`config.mk`:
```
export PLATFORM = sky130hd
export DESIGN_NAME = mem_access_via_fifos
export DESIGN_NICKNAME = d
export VERILOG_FILES = /design/src/source/mem_access_pkg.sv /design/src/source/mem_req_if.sv /design/src/source/mem_request_fifo.sv /design/src/source/mem_bus_timer.sv /design/src/source/mem_bus_guard.sv /design/src/source/mem_access_via_fifos.sv
export SDC_FILE = /design/constraint.sdc
export NUM_CORES = 1
export LEC_CHECK = 0
export BUFFER_PORTS_ARGS = -buffer_cell sky130_fd_sc_hd__buf_2
export CAP_MARGIN = 30
export CORE_UTILIZATION = 35
export DETAILED_ROUTE_END_ITERATION = 8
export PLACE_DENSITY = 0.56
export SLEW_MARGIN = 40
export SYNTH_ARGS = -nofsm -noshare
export SYNTH_HDL_FRONTEND = slang
export SYNTH_HIERARCHICAL = 1
export SYNTH_SLANG_ARGS = --single-unit
```
`constraint.sdc`:
```
create_clock -name clk -period 3.3 [get_ports clk]
set_input_delay 0.495 -clock clk [delete_from_list [all_inputs] [get_ports clk]]
set_output_delay 0.495 -clock clk [all_outputs]
set_load 0.05 [all_outputs]
```
`src/source/mem_access_pkg.sv`:
```
`default_nettype none

package mem_access_pkg;

	// ==================================================
	// default bus widths, overridden from the top level
	// ==================================================
	parameter int ADDR_WIDTH = 16;
	parameter int DATA_WIDTH = 32;

	// ==================================================
	// bus guard FSM states
	// ==================================================
	typedef enum logic [1:0] {
		guard_idle,	// choose a request
		guard_issue,	// mem_req pulse
		guard_wait,	// wait for mem_valid or timeout
		guard_done	// result pulse to the client
	} guard_state_t;

	// ==================================================
	// owner of the access currently on the bus
	// ==================================================
	typedef enum logic [1:0] {
		port_instr_read,
		port_data_read,
		port_data_write
	} mem_port_t;

endpackage

`default_nettype wire

```
`src/source/mem_req_if.sv`:
```
`timescale 1ns/100ps
`default_nettype none

// head of one request FIFO as seen by the bus guard
interface mem_req_if #(
	parameter int ADDR_WIDTH = mem_access_pkg::ADDR_WIDTH,
	parameter int DATA_WIDTH = mem_access_pkg::DATA_WIDTH
);

	logic pending;	// FIFO not empty
	logic [ADDR_WIDTH-1:0] addr;
	logic [DATA_WIDTH-1:0] wdata;
	logic pop;	// only while pending

	modport fifo_side (output pending, addr, wdata, input pop);
	modport guard_side (input pending, addr, wdata, output pop);

endinterface

`default_nettype wire

```
`src/source/mem_request_fifo.sv`:
```
`timescale 1ns/100ps
`default_nettype none

module mem_request_fifo #(
	parameter int DEPTH = 4,
	parameter int ADDR_WIDTH = mem_access_pkg::ADDR_WIDTH,
	parameter int DATA_WIDTH = mem_access_pkg::DATA_WIDTH
) (
	input logic clk,
	input logic reset,
	input logic push,
	input logic [ADDR_WIDTH-1:0] push_addr,
	input logic [DATA_WIDTH-1:0] push_wdata,
	output logic full,
	mem_req_if.fifo_side head
);

	localparam int PTR_W = (DEPTH > 1) ? $clog2(DEPTH) : 1;
	localparam int COUNT_W = $clog2(DEPTH + 1);
	localparam logic [COUNT_W-1:0] DEPTH_COUNT = COUNT_W'(DEPTH);
	localparam logic [PTR_W-1:0] LAST_PTR = PTR_W'(DEPTH - 1);

	logic [ADDR_WIDTH-1:0] addr_mem [DEPTH];
	logic [DATA_WIDTH-1:0] wdata_mem [DEPTH];

	logic [PTR_W-1:0] rd_ptr;
	logic [PTR_W-1:0] wr_ptr;
	logic [COUNT_W-1:0] count;

	logic do_push;
	logic do_pop;

	// pointers wrap at DEPTH, which need not be a power of two
	function automatic logic [PTR_W-1:0] next_ptr(input logic [PTR_W-1:0] ptr);
		if (ptr == LAST_PTR) begin
			return '0;
		end
		return ptr + 1'b1;
	endfunction

	assign full = (count == DEPTH_COUNT);
	assign do_push = push && !full;	// strobe while full is dropped
	assign do_pop = head.pop && head.pending;

	assign head.pending = (count != '0);
	assign head.addr = addr_mem[rd_ptr];
	assign head.wdata = wdata_mem[rd_ptr];

	// ==================================================
	// storage
	// ==================================================
	always_ff @(posedge clk) begin
		if (do_push) begin
			addr_mem[wr_ptr] <= push_addr;
			wdata_mem[wr_ptr] <= push_wdata;
		end
	end

	// ==================================================
	// pointers and occupancy
	// ==================================================
	always_ff @(posedge clk) begin
		if (reset) begin
			rd_ptr <= '0;
			wr_ptr <= '0;
			count <= '0;
		end else begin
			if (do_push) begin
				wr_ptr <= next_ptr(wr_ptr);
			end
			if (do_pop) begin
				rd_ptr <= next_ptr(rd_ptr);
			end
			if (do_push && !do_pop) begin
				count <= count + 1'b1;
			end else if (do_pop && !do_push) begin
				count <= count - 1'b1;
			end
		end
	end

endmodule

`default_nettype wire

```
`src/source/mem_bus_timer.sv`:
```
`timescale 1ns/100ps
`default_nettype none

module mem_bus_timer #(
	parameter int TIMEOUT_CYCLES = 16
) (
	input logic clk,
	input logic reset,
	input logic start,
	input logic stop,
	output logic timeout
);

	localparam int COUNT_W = $clog2(TIMEOUT_CYCLES + 1);
	localparam logic [COUNT_W-1:0] LIMIT = COUNT_W'(TIMEOUT_CYCLES);

	logic [COUNT_W-1:0] count;
	logic running;

	always_ff @(posedge clk) begin
		if (reset) begin
			count <= '0;
			running <= 1'b0;
			timeout <= 1'b0;
		end else if (start) begin	// restart wins over stop
			count <= '0;
			running <= 1'b1;
			timeout <= 1'b0;
		end else if (stop) begin
			running <= 1'b0;
			timeout <= 1'b0;
		end else if (running) begin
			count <= count + 1'b1;
			if (count + 1'b1 == LIMIT) begin
				timeout <= 1'b1;	// single pulse, then halt
				running <= 1'b0;
			end
		end else begin
			timeout <= 1'b0;
		end
	end

endmodule

`default_nettype wire

```
`src/source/mem_bus_guard.sv`:
```
`timescale 1ns/100ps
`default_nettype none

module mem_bus_guard import mem_access_pkg::*; #(
	parameter int ADDR_WIDTH = mem_access_pkg::ADDR_WIDTH,
	parameter int DATA_WIDTH = mem_access_pkg::DATA_WIDTH
) (
	input logic clk,
	input logic reset,
	mem_req_if.guard_side instr_rd,
	mem_req_if.guard_side data_rd,
	mem_req_if.guard_side data_wr,
	output logic timer_start,
	output logic timer_stop,
	input logic timeout,
	output logic mem_req,
	output logic mem_write,
	output logic [ADDR_WIDTH-1:0] mem_addr,
	output logic [DATA_WIDTH-1:0] mem_wdata,
	input logic mem_valid,
	input logic [DATA_WIDTH-1:0] mem_rdata,
	output logic instr_rd_done,
	output logic data_rd_done,
	output logic data_wr_done,
	output logic [DATA_WIDTH-1:0] rd_data,
	output logic error
);

	guard_state_t state;
	guard_state_t state_next;

	mem_port_t owner;
	logic [ADDR_WIDTH-1:0] addr_q;
	logic [DATA_WIDTH-1:0] wdata_q;
	logic [DATA_WIDTH-1:0] rd_data_q;
	logic error_q;

	logic any_pending;
	logic in_idle;
	logic in_wait;

	assign any_pending = data_wr.pending | data_rd.pending | instr_rd.pending;
	assign in_idle = (state == guard_idle);
	assign in_wait = (state == guard_wait);

	// ==================================================
	// fixed priority pop: write, data read, instr read
	// ==================================================
	assign data_wr.pop = in_idle && data_wr.pending;
	assign data_rd.pop = in_idle && data_rd.pending && !data_wr.pending;
	assign instr_rd.pop = in_idle && instr_rd.pending
		&& !data_wr.pending && !data_rd.pending;

	always_comb begin
		state_next = state;
		case (state)
			guard_idle: begin
				if (any_pending) begin
					state_next = guard_issue;
				end
			end
			guard_issue: state_next = guard_wait;
			guard_wait: begin
				if (mem_valid || timeout) begin
					state_next = guard_done;
				end
			end
			guard_done: state_next = guard_idle;
			default: state_next = guard_idle;
		endcase
	end

	always_ff @(posedge clk) begin
		if (reset) begin
			state <= guard_idle;
		end else begin
			state <= state_next;
		end
	end

	// latch the chosen head entry and its owner
	always_ff @(posedge clk) begin
		if (in_idle) begin
			if (data_wr.pending) begin
				owner <= port_data_write;
				addr_q <= data_wr.addr;
				wdata_q <= data_wr.wdata;
			end else if (data_rd.pending) begin
				owner <= port_data_read;
				addr_q <= data_rd.addr;
				wdata_q <= data_rd.wdata;
			end else if (instr_rd.pending) begin
				owner <= port_instr_read;
				addr_q <= instr_rd.addr;
				wdata_q <= instr_rd.wdata;
			end
		end
	end

	// ==================================================
	// result capture
	// ==================================================
	always_ff @(posedge clk) begin
		if (in_wait && mem_valid) begin
			rd_data_q <= mem_rdata;
		end else if (in_wait && timeout) begin
			rd_data_q <= '0;	// no answer, report zero
		end
	end

	always_ff @(posedge clk) begin
		if (reset) begin
			error_q <= 1'b0;
		end else if (in_wait && mem_valid) begin	// answer beats a late timeout
			error_q <= 1'b0;
		end else if (in_wait && timeout) begin
			error_q <= 1'b1;
		end
	end

	assign timer_start = (state == guard_issue);
	assign timer_stop = in_wait && mem_valid;

	assign mem_req = (state == guard_issue);
	assign mem_write = mem_req && (owner == port_data_write);
	assign mem_addr = addr_q;
	assign mem_wdata = wdata_q;

	// one result bus, steered by owner
	assign instr_rd_done = (state == guard_done) && (owner == port_instr_read);
	assign data_rd_done = (state == guard_done) && (owner == port_data_read);
	assign data_wr_done = (state == guard_done) && (owner == port_data_write);
	assign rd_data = rd_data_q;
	assign error = error_q;

endmodule

`default_nettype wire

```
`src/source/mem_access_via_fifos.sv`:
```
`timescale 1ns/100ps
`default_nettype none

module mem_access_via_fifos #(
	parameter int ADDR_WIDTH = mem_access_pkg::ADDR_WIDTH,
	parameter int DATA_WIDTH = mem_access_pkg::DATA_WIDTH,
	parameter int FIFO_DEPTH = 4,
	parameter int TIMEOUT_CYCLES = 16
) (
	input logic clk,
	input logic reset,
	input logic instr_rd_req,
	input logic data_rd_req,
	input logic data_wr_req,
	input logic [ADDR_WIDTH-1:0] instr_rd_addr,
	input logic [ADDR_WIDTH-1:0] data_rd_addr,
	input logic [ADDR_WIDTH-1:0] data_wr_addr,
	input logic [DATA_WIDTH-1:0] data_wr_data,
	output logic instr_rd_full,
	output logic data_rd_full,
	output logic data_wr_full,
	output logic instr_rd_done,
	output logic data_rd_done,
	output logic data_wr_done,
	output logic [DATA_WIDTH-1:0] rd_data,
	output logic error,
	output logic mem_req,
	output logic mem_write,
	output logic [ADDR_WIDTH-1:0] mem_addr,
	output logic [DATA_WIDTH-1:0] mem_wdata,
	input logic mem_valid,
	input logic [DATA_WIDTH-1:0] mem_rdata
);

	logic timer_start;
	logic timer_stop;
	logic timeout;

	mem_req_if #(.ADDR_WIDTH(ADDR_WIDTH), .DATA_WIDTH(DATA_WIDTH)) instr_rd_q ();
	mem_req_if #(.ADDR_WIDTH(ADDR_WIDTH), .DATA_WIDTH(DATA_WIDTH)) data_rd_q ();
	mem_req_if #(.ADDR_WIDTH(ADDR_WIDTH), .DATA_WIDTH(DATA_WIDTH)) data_wr_q ();

	// ==================================================
	// client request queues
	// ==================================================
	mem_request_fifo #(
		.DEPTH(FIFO_DEPTH), .ADDR_WIDTH(ADDR_WIDTH), .DATA_WIDTH(DATA_WIDTH)
	) instr_rd_fifo_i (
		.clk(clk), .reset(reset), .push(instr_rd_req),
		.push_addr(instr_rd_addr), .push_wdata('0),	// read, no payload
		.full(instr_rd_full), .head(instr_rd_q.fifo_side)
	);

	mem_request_fifo #(
		.DEPTH(FIFO_DEPTH), .ADDR_WIDTH(ADDR_WIDTH), .DATA_WIDTH(DATA_WIDTH)
	) data_rd_fifo_i (
		.clk(clk), .reset(reset), .push(data_rd_req),
		.push_addr(data_rd_addr), .push_wdata('0),
		.full(data_rd_full), .head(data_rd_q.fifo_side)
	);

	mem_request_fifo #(
		.DEPTH(FIFO_DEPTH), .ADDR_WIDTH(ADDR_WIDTH), .DATA_WIDTH(DATA_WIDTH)
	) data_wr_fifo_i (
		.clk(clk), .reset(reset), .push(data_wr_req),
		.push_addr(data_wr_addr), .push_wdata(data_wr_data),
		.full(data_wr_full), .head(data_wr_q.fifo_side)
	);

	// ==================================================
	// bus guard and its timer
	// ==================================================
	mem_bus_guard #(.ADDR_WIDTH(ADDR_WIDTH), .DATA_WIDTH(DATA_WIDTH)) mem_bus_guard_i (
		.clk(clk), .reset(reset),
		.instr_rd(instr_rd_q.guard_side),
		.data_rd(data_rd_q.guard_side),
		.data_wr(data_wr_q.guard_side),
		.timer_start(timer_start), .timer_stop(timer_stop), .timeout(timeout),
		.mem_req(mem_req), .mem_write(mem_write),
		.mem_addr(mem_addr), .mem_wdata(mem_wdata),
		.mem_valid(mem_valid), .mem_rdata(mem_rdata),
		.instr_rd_done(instr_rd_done), .data_rd_done(data_rd_done),
		.data_wr_done(data_wr_done),
		.rd_data(rd_data), .error(error)
	);

	mem_bus_timer #(.TIMEOUT_CYCLES(TIMEOUT_CYCLES)) mem_bus_timer_i (
		.clk(clk), .reset(reset),
		.start(timer_start), .stop(timer_stop),
		.timeout(timeout)
	);

endmodule

`default_nettype wire

```
==> flow_summary.yaml <==
detailed_routing:
  dr.pass1.iters: 5
  ant_nets: 0
  drc: 0
  drtIter0Drc: 961
  routed_wl_um: 57000
  top_layer_used: "met5"
  detail_route.wl_per_cell_um: 20.5
  drt-vias-per-instance: 4.65
  wl_met2_um: 28900
  wl_met3_um: 2440
  vias: 12962
  wirelength_met1_um: 24400
clocking:
  cts_sinks: 695
  cts_max_level: 3
  ctsHoldBuffers: 0
  clock_latency_ps: 600
  clockBufferDepth: 3
  clockRootBuffer: "clkbuf_16"
  cts_made_buffers: 72
  cts.reportedPaths.clkPinSlew_ps: 60
  ctsResizeCount: 0
  cts_tree: "done"
  post_cts_buffers: 0
layout:
  utilization_pct: 43.0
  drive_above_1_share_pct: 28.3
  nets: 1903
  fin_cells: 2787
  area_growth_pct: 20.8
  final_cell_area_um2: 32100
global_routing:
  grt_pass1_vias: 13707
  gr-total-overflow: 0
  grt_start_max_net_pins: 55
  grt_pass1_wl_um: 85300
  antenna_found_initial: 13
  grt_usage_pct: 15.0
timing:
  timing.slew.headroom_pct: 45.8
  drv_slew: 0
  tightest_slew_ps: 813
  hold_viol: 0
  fmax_mhz: 355
  rsz0062_at_grt: "false"
  whs_ps: 110
  period_minus_slack_ps: 2810
  setup_slack_ps: 486
  setup_viol: 0
  min_period_over_period_pct: 85.3
  fin_tns_setup_ps: 0
  finalClockSkew_ps: 21.0
critical_path:
  crit_path_max_incr_delay_ps: 570
  cp_max_fo: 17
  critPathArrivalTime_ps: 3320
  crit_chain: "or3_4, and3b_1, o31ai_2, ha_1, inv_1, fa_1, xor2_1, or3_2, a21oi_1"
  critPathSlowestCell: "or3_4"
  cp.required_ps: 3800
  end_kind: "flip-flop"
  criticalPathCategory: "flip-flop to flip-flop"
  worstSetupStartpointType: "flip-flop"
logic_synthesis:
  ys_seq_elements: 695
  synth_warnings: 6
  synth_cell_type_count: 46
  syn_area_um2: 26600
  ys_seq_area_share_pct: 77.0
  syn_area_per_cell_um2: 21.2
  synthCells: 1254
place:
  place_inst: 2652
  port-buffer-count: 206
  dpl-instance-area_um2: 30000
  pre_cts_slack_ps: 512
  gp_congestion: 0.727
  hpwl_um: 36100
die:
  num_rows: 100
  die_h_um: 278
  io_pins: 207
  dieWidth_um: 278
  core_um2: 74800
  initial_core_util_pct: 35.6
  die_area_um2: 77200
power:
  total_power_mw: 26.5
  leakage_nw: 11.3
  ir_drop_mv: 0.470
  power.density_nw_per_um2: 826
run:
  cap_violations: 0
min_path:
  hp-class: "primary input to flip-flop"
run_status:
  status: "complete, no violations"
[metal layers]
layer,GRT usage (%),vias to the layer above
li1,-,5870
met1,18.8,6729
met2,26.1,267
met3,2.78,84
met4,4.72,12
met5,0,-
[state kept, by name, summed over array words and instances, names as in the netlist, 5 cells and up, named ones only]
signal and cells:
data_rd_fifo_i/addr_mem 64, data_rd_fifo_i/wdata_mem 128, data_wr_fifo_i/addr_mem 64, data_wr_fifo_i/wdata_mem 128, instr_rd_fifo_i/addr_mem 64, instr_rd_fifo_i/wdata_mem 128
mem_bus_guard_i/mem_addr 16, mem_bus_guard_i/mem_wdata 32, mem_bus_guard_i/rd_data 32, mem_bus_timer_i/count 5
[cell usage after synthesis, drive strengths merged]
cell type  count  share of area, %
and4b          1             0.038
nor4b          1             0.089
conb           1             0.014
o31ai          6              0.28
clkinv         3             0.099
fa             3              0.23
nor2b          3             0.071
xnor2          1             0.033
nand3b         1             0.028
and3b          4              0.13
nand2b         1             0.024
mux2i         54               2.0
nand3          8              0.15
clkbuf        20              0.28
and2           2             0.047
nor4bb         1             0.038
buf           41               1.3
o21a           1             0.028
or2            1             0.024
a21oi         15              0.28
o31a           2             0.066
inv           17              0.24
mux4         144                12
o41ai          1             0.033
ha            25               1.2
nor3           4             0.075
o211ai         1             0.028
nor2          15              0.24
dfxtp         37               2.8
o21ai         57               1.1
or3b           3             0.099
nand2         55              0.78
o2bb2ai        1             0.056
nor3b          2             0.056
and3          44               1.1
xor2           7              0.23
o311a          1             0.038
or3           12              0.33
edfxtp       658                74
[final timing paths]
kind / to / startpoint / slack, ps / depth (start not counted)
max: data_rd_fifo_i/count[2] / data_rd_fifo_i/count[1] / 490 / 9
min: data_wr_fifo_i/wdata_mem[3][14] / data_wr_data[14] / 110 / 1
max reg2reg: data_rd_fifo_i/count[2] / data_rd_fifo_i/count[1] / 490 / 9
min reg2reg: flip-flop / instr_rd_fifo_i/rd_ptr[0] / 490 / 2
[critical path, delay by kind of cell (launching register included)]
kind | cells | cell delay [ps]
simple gates | 3 | 1220
fa+ha+maj | 2 | 640
flops | 1 | 350
compound gates | 2 | 280
xor+xnor | 1 | 180
buf+inv | 1 | 60
[kinds of logic after synthesis]
family                   Yosys count  share of synthesized area [%]
other                              1                         0.0141
XOR/XNOR                           8                          0.263
AND/OR/NAND/NOR                  158                           3.30
buffers and inverters             81                           1.91
AO/OA/AOI/OAI                     85                           1.88
adder cells (fa/ha/maj)           28                           1.40
multiplexers                     198                           14.2
flip-flops                       695                           77.0
[placed cells by master, fill, tap and decap left out, types with 31 or more instances in the layout]
cell type | Yosys | layout
and3_1 | 32 | 32
buf_2 | 14 | 206
clkbuf_16 | 0 | 73
conb_1 | 1 | 256
dfxtp_1 | 37 | 31
edfxtp_1 | 658 | 658
mux2i_1 | 54 | 54
mux4_2 | 144 | 144
nand2_1 | 55 | 55
o21ai_0 | 53 | 53
[power breakdown]
group	internal [mW]	total, mW	switching (mW)
sequential	11.3	11.9	0.615
combinational	2.51	7.06	4.55
clock	4.35	7.57	3.22
[cell type report]
cell class | count | area (um^2)
Antenna cell | 4 | 10.0
Clock inverter | 36 | 248
Sequential cell | 695 | 20500
Clock buffer | 95 | 1930
Inverter | 20 | 90.1
Multi-Input combinational cell | 733 | 6630
Fill cell | 6579 | 42700
Tap cell | 969 | 1210
Timing Repair Buffer | 235 | 1500
Note: power is estimated with default switching activity, not from simulation.
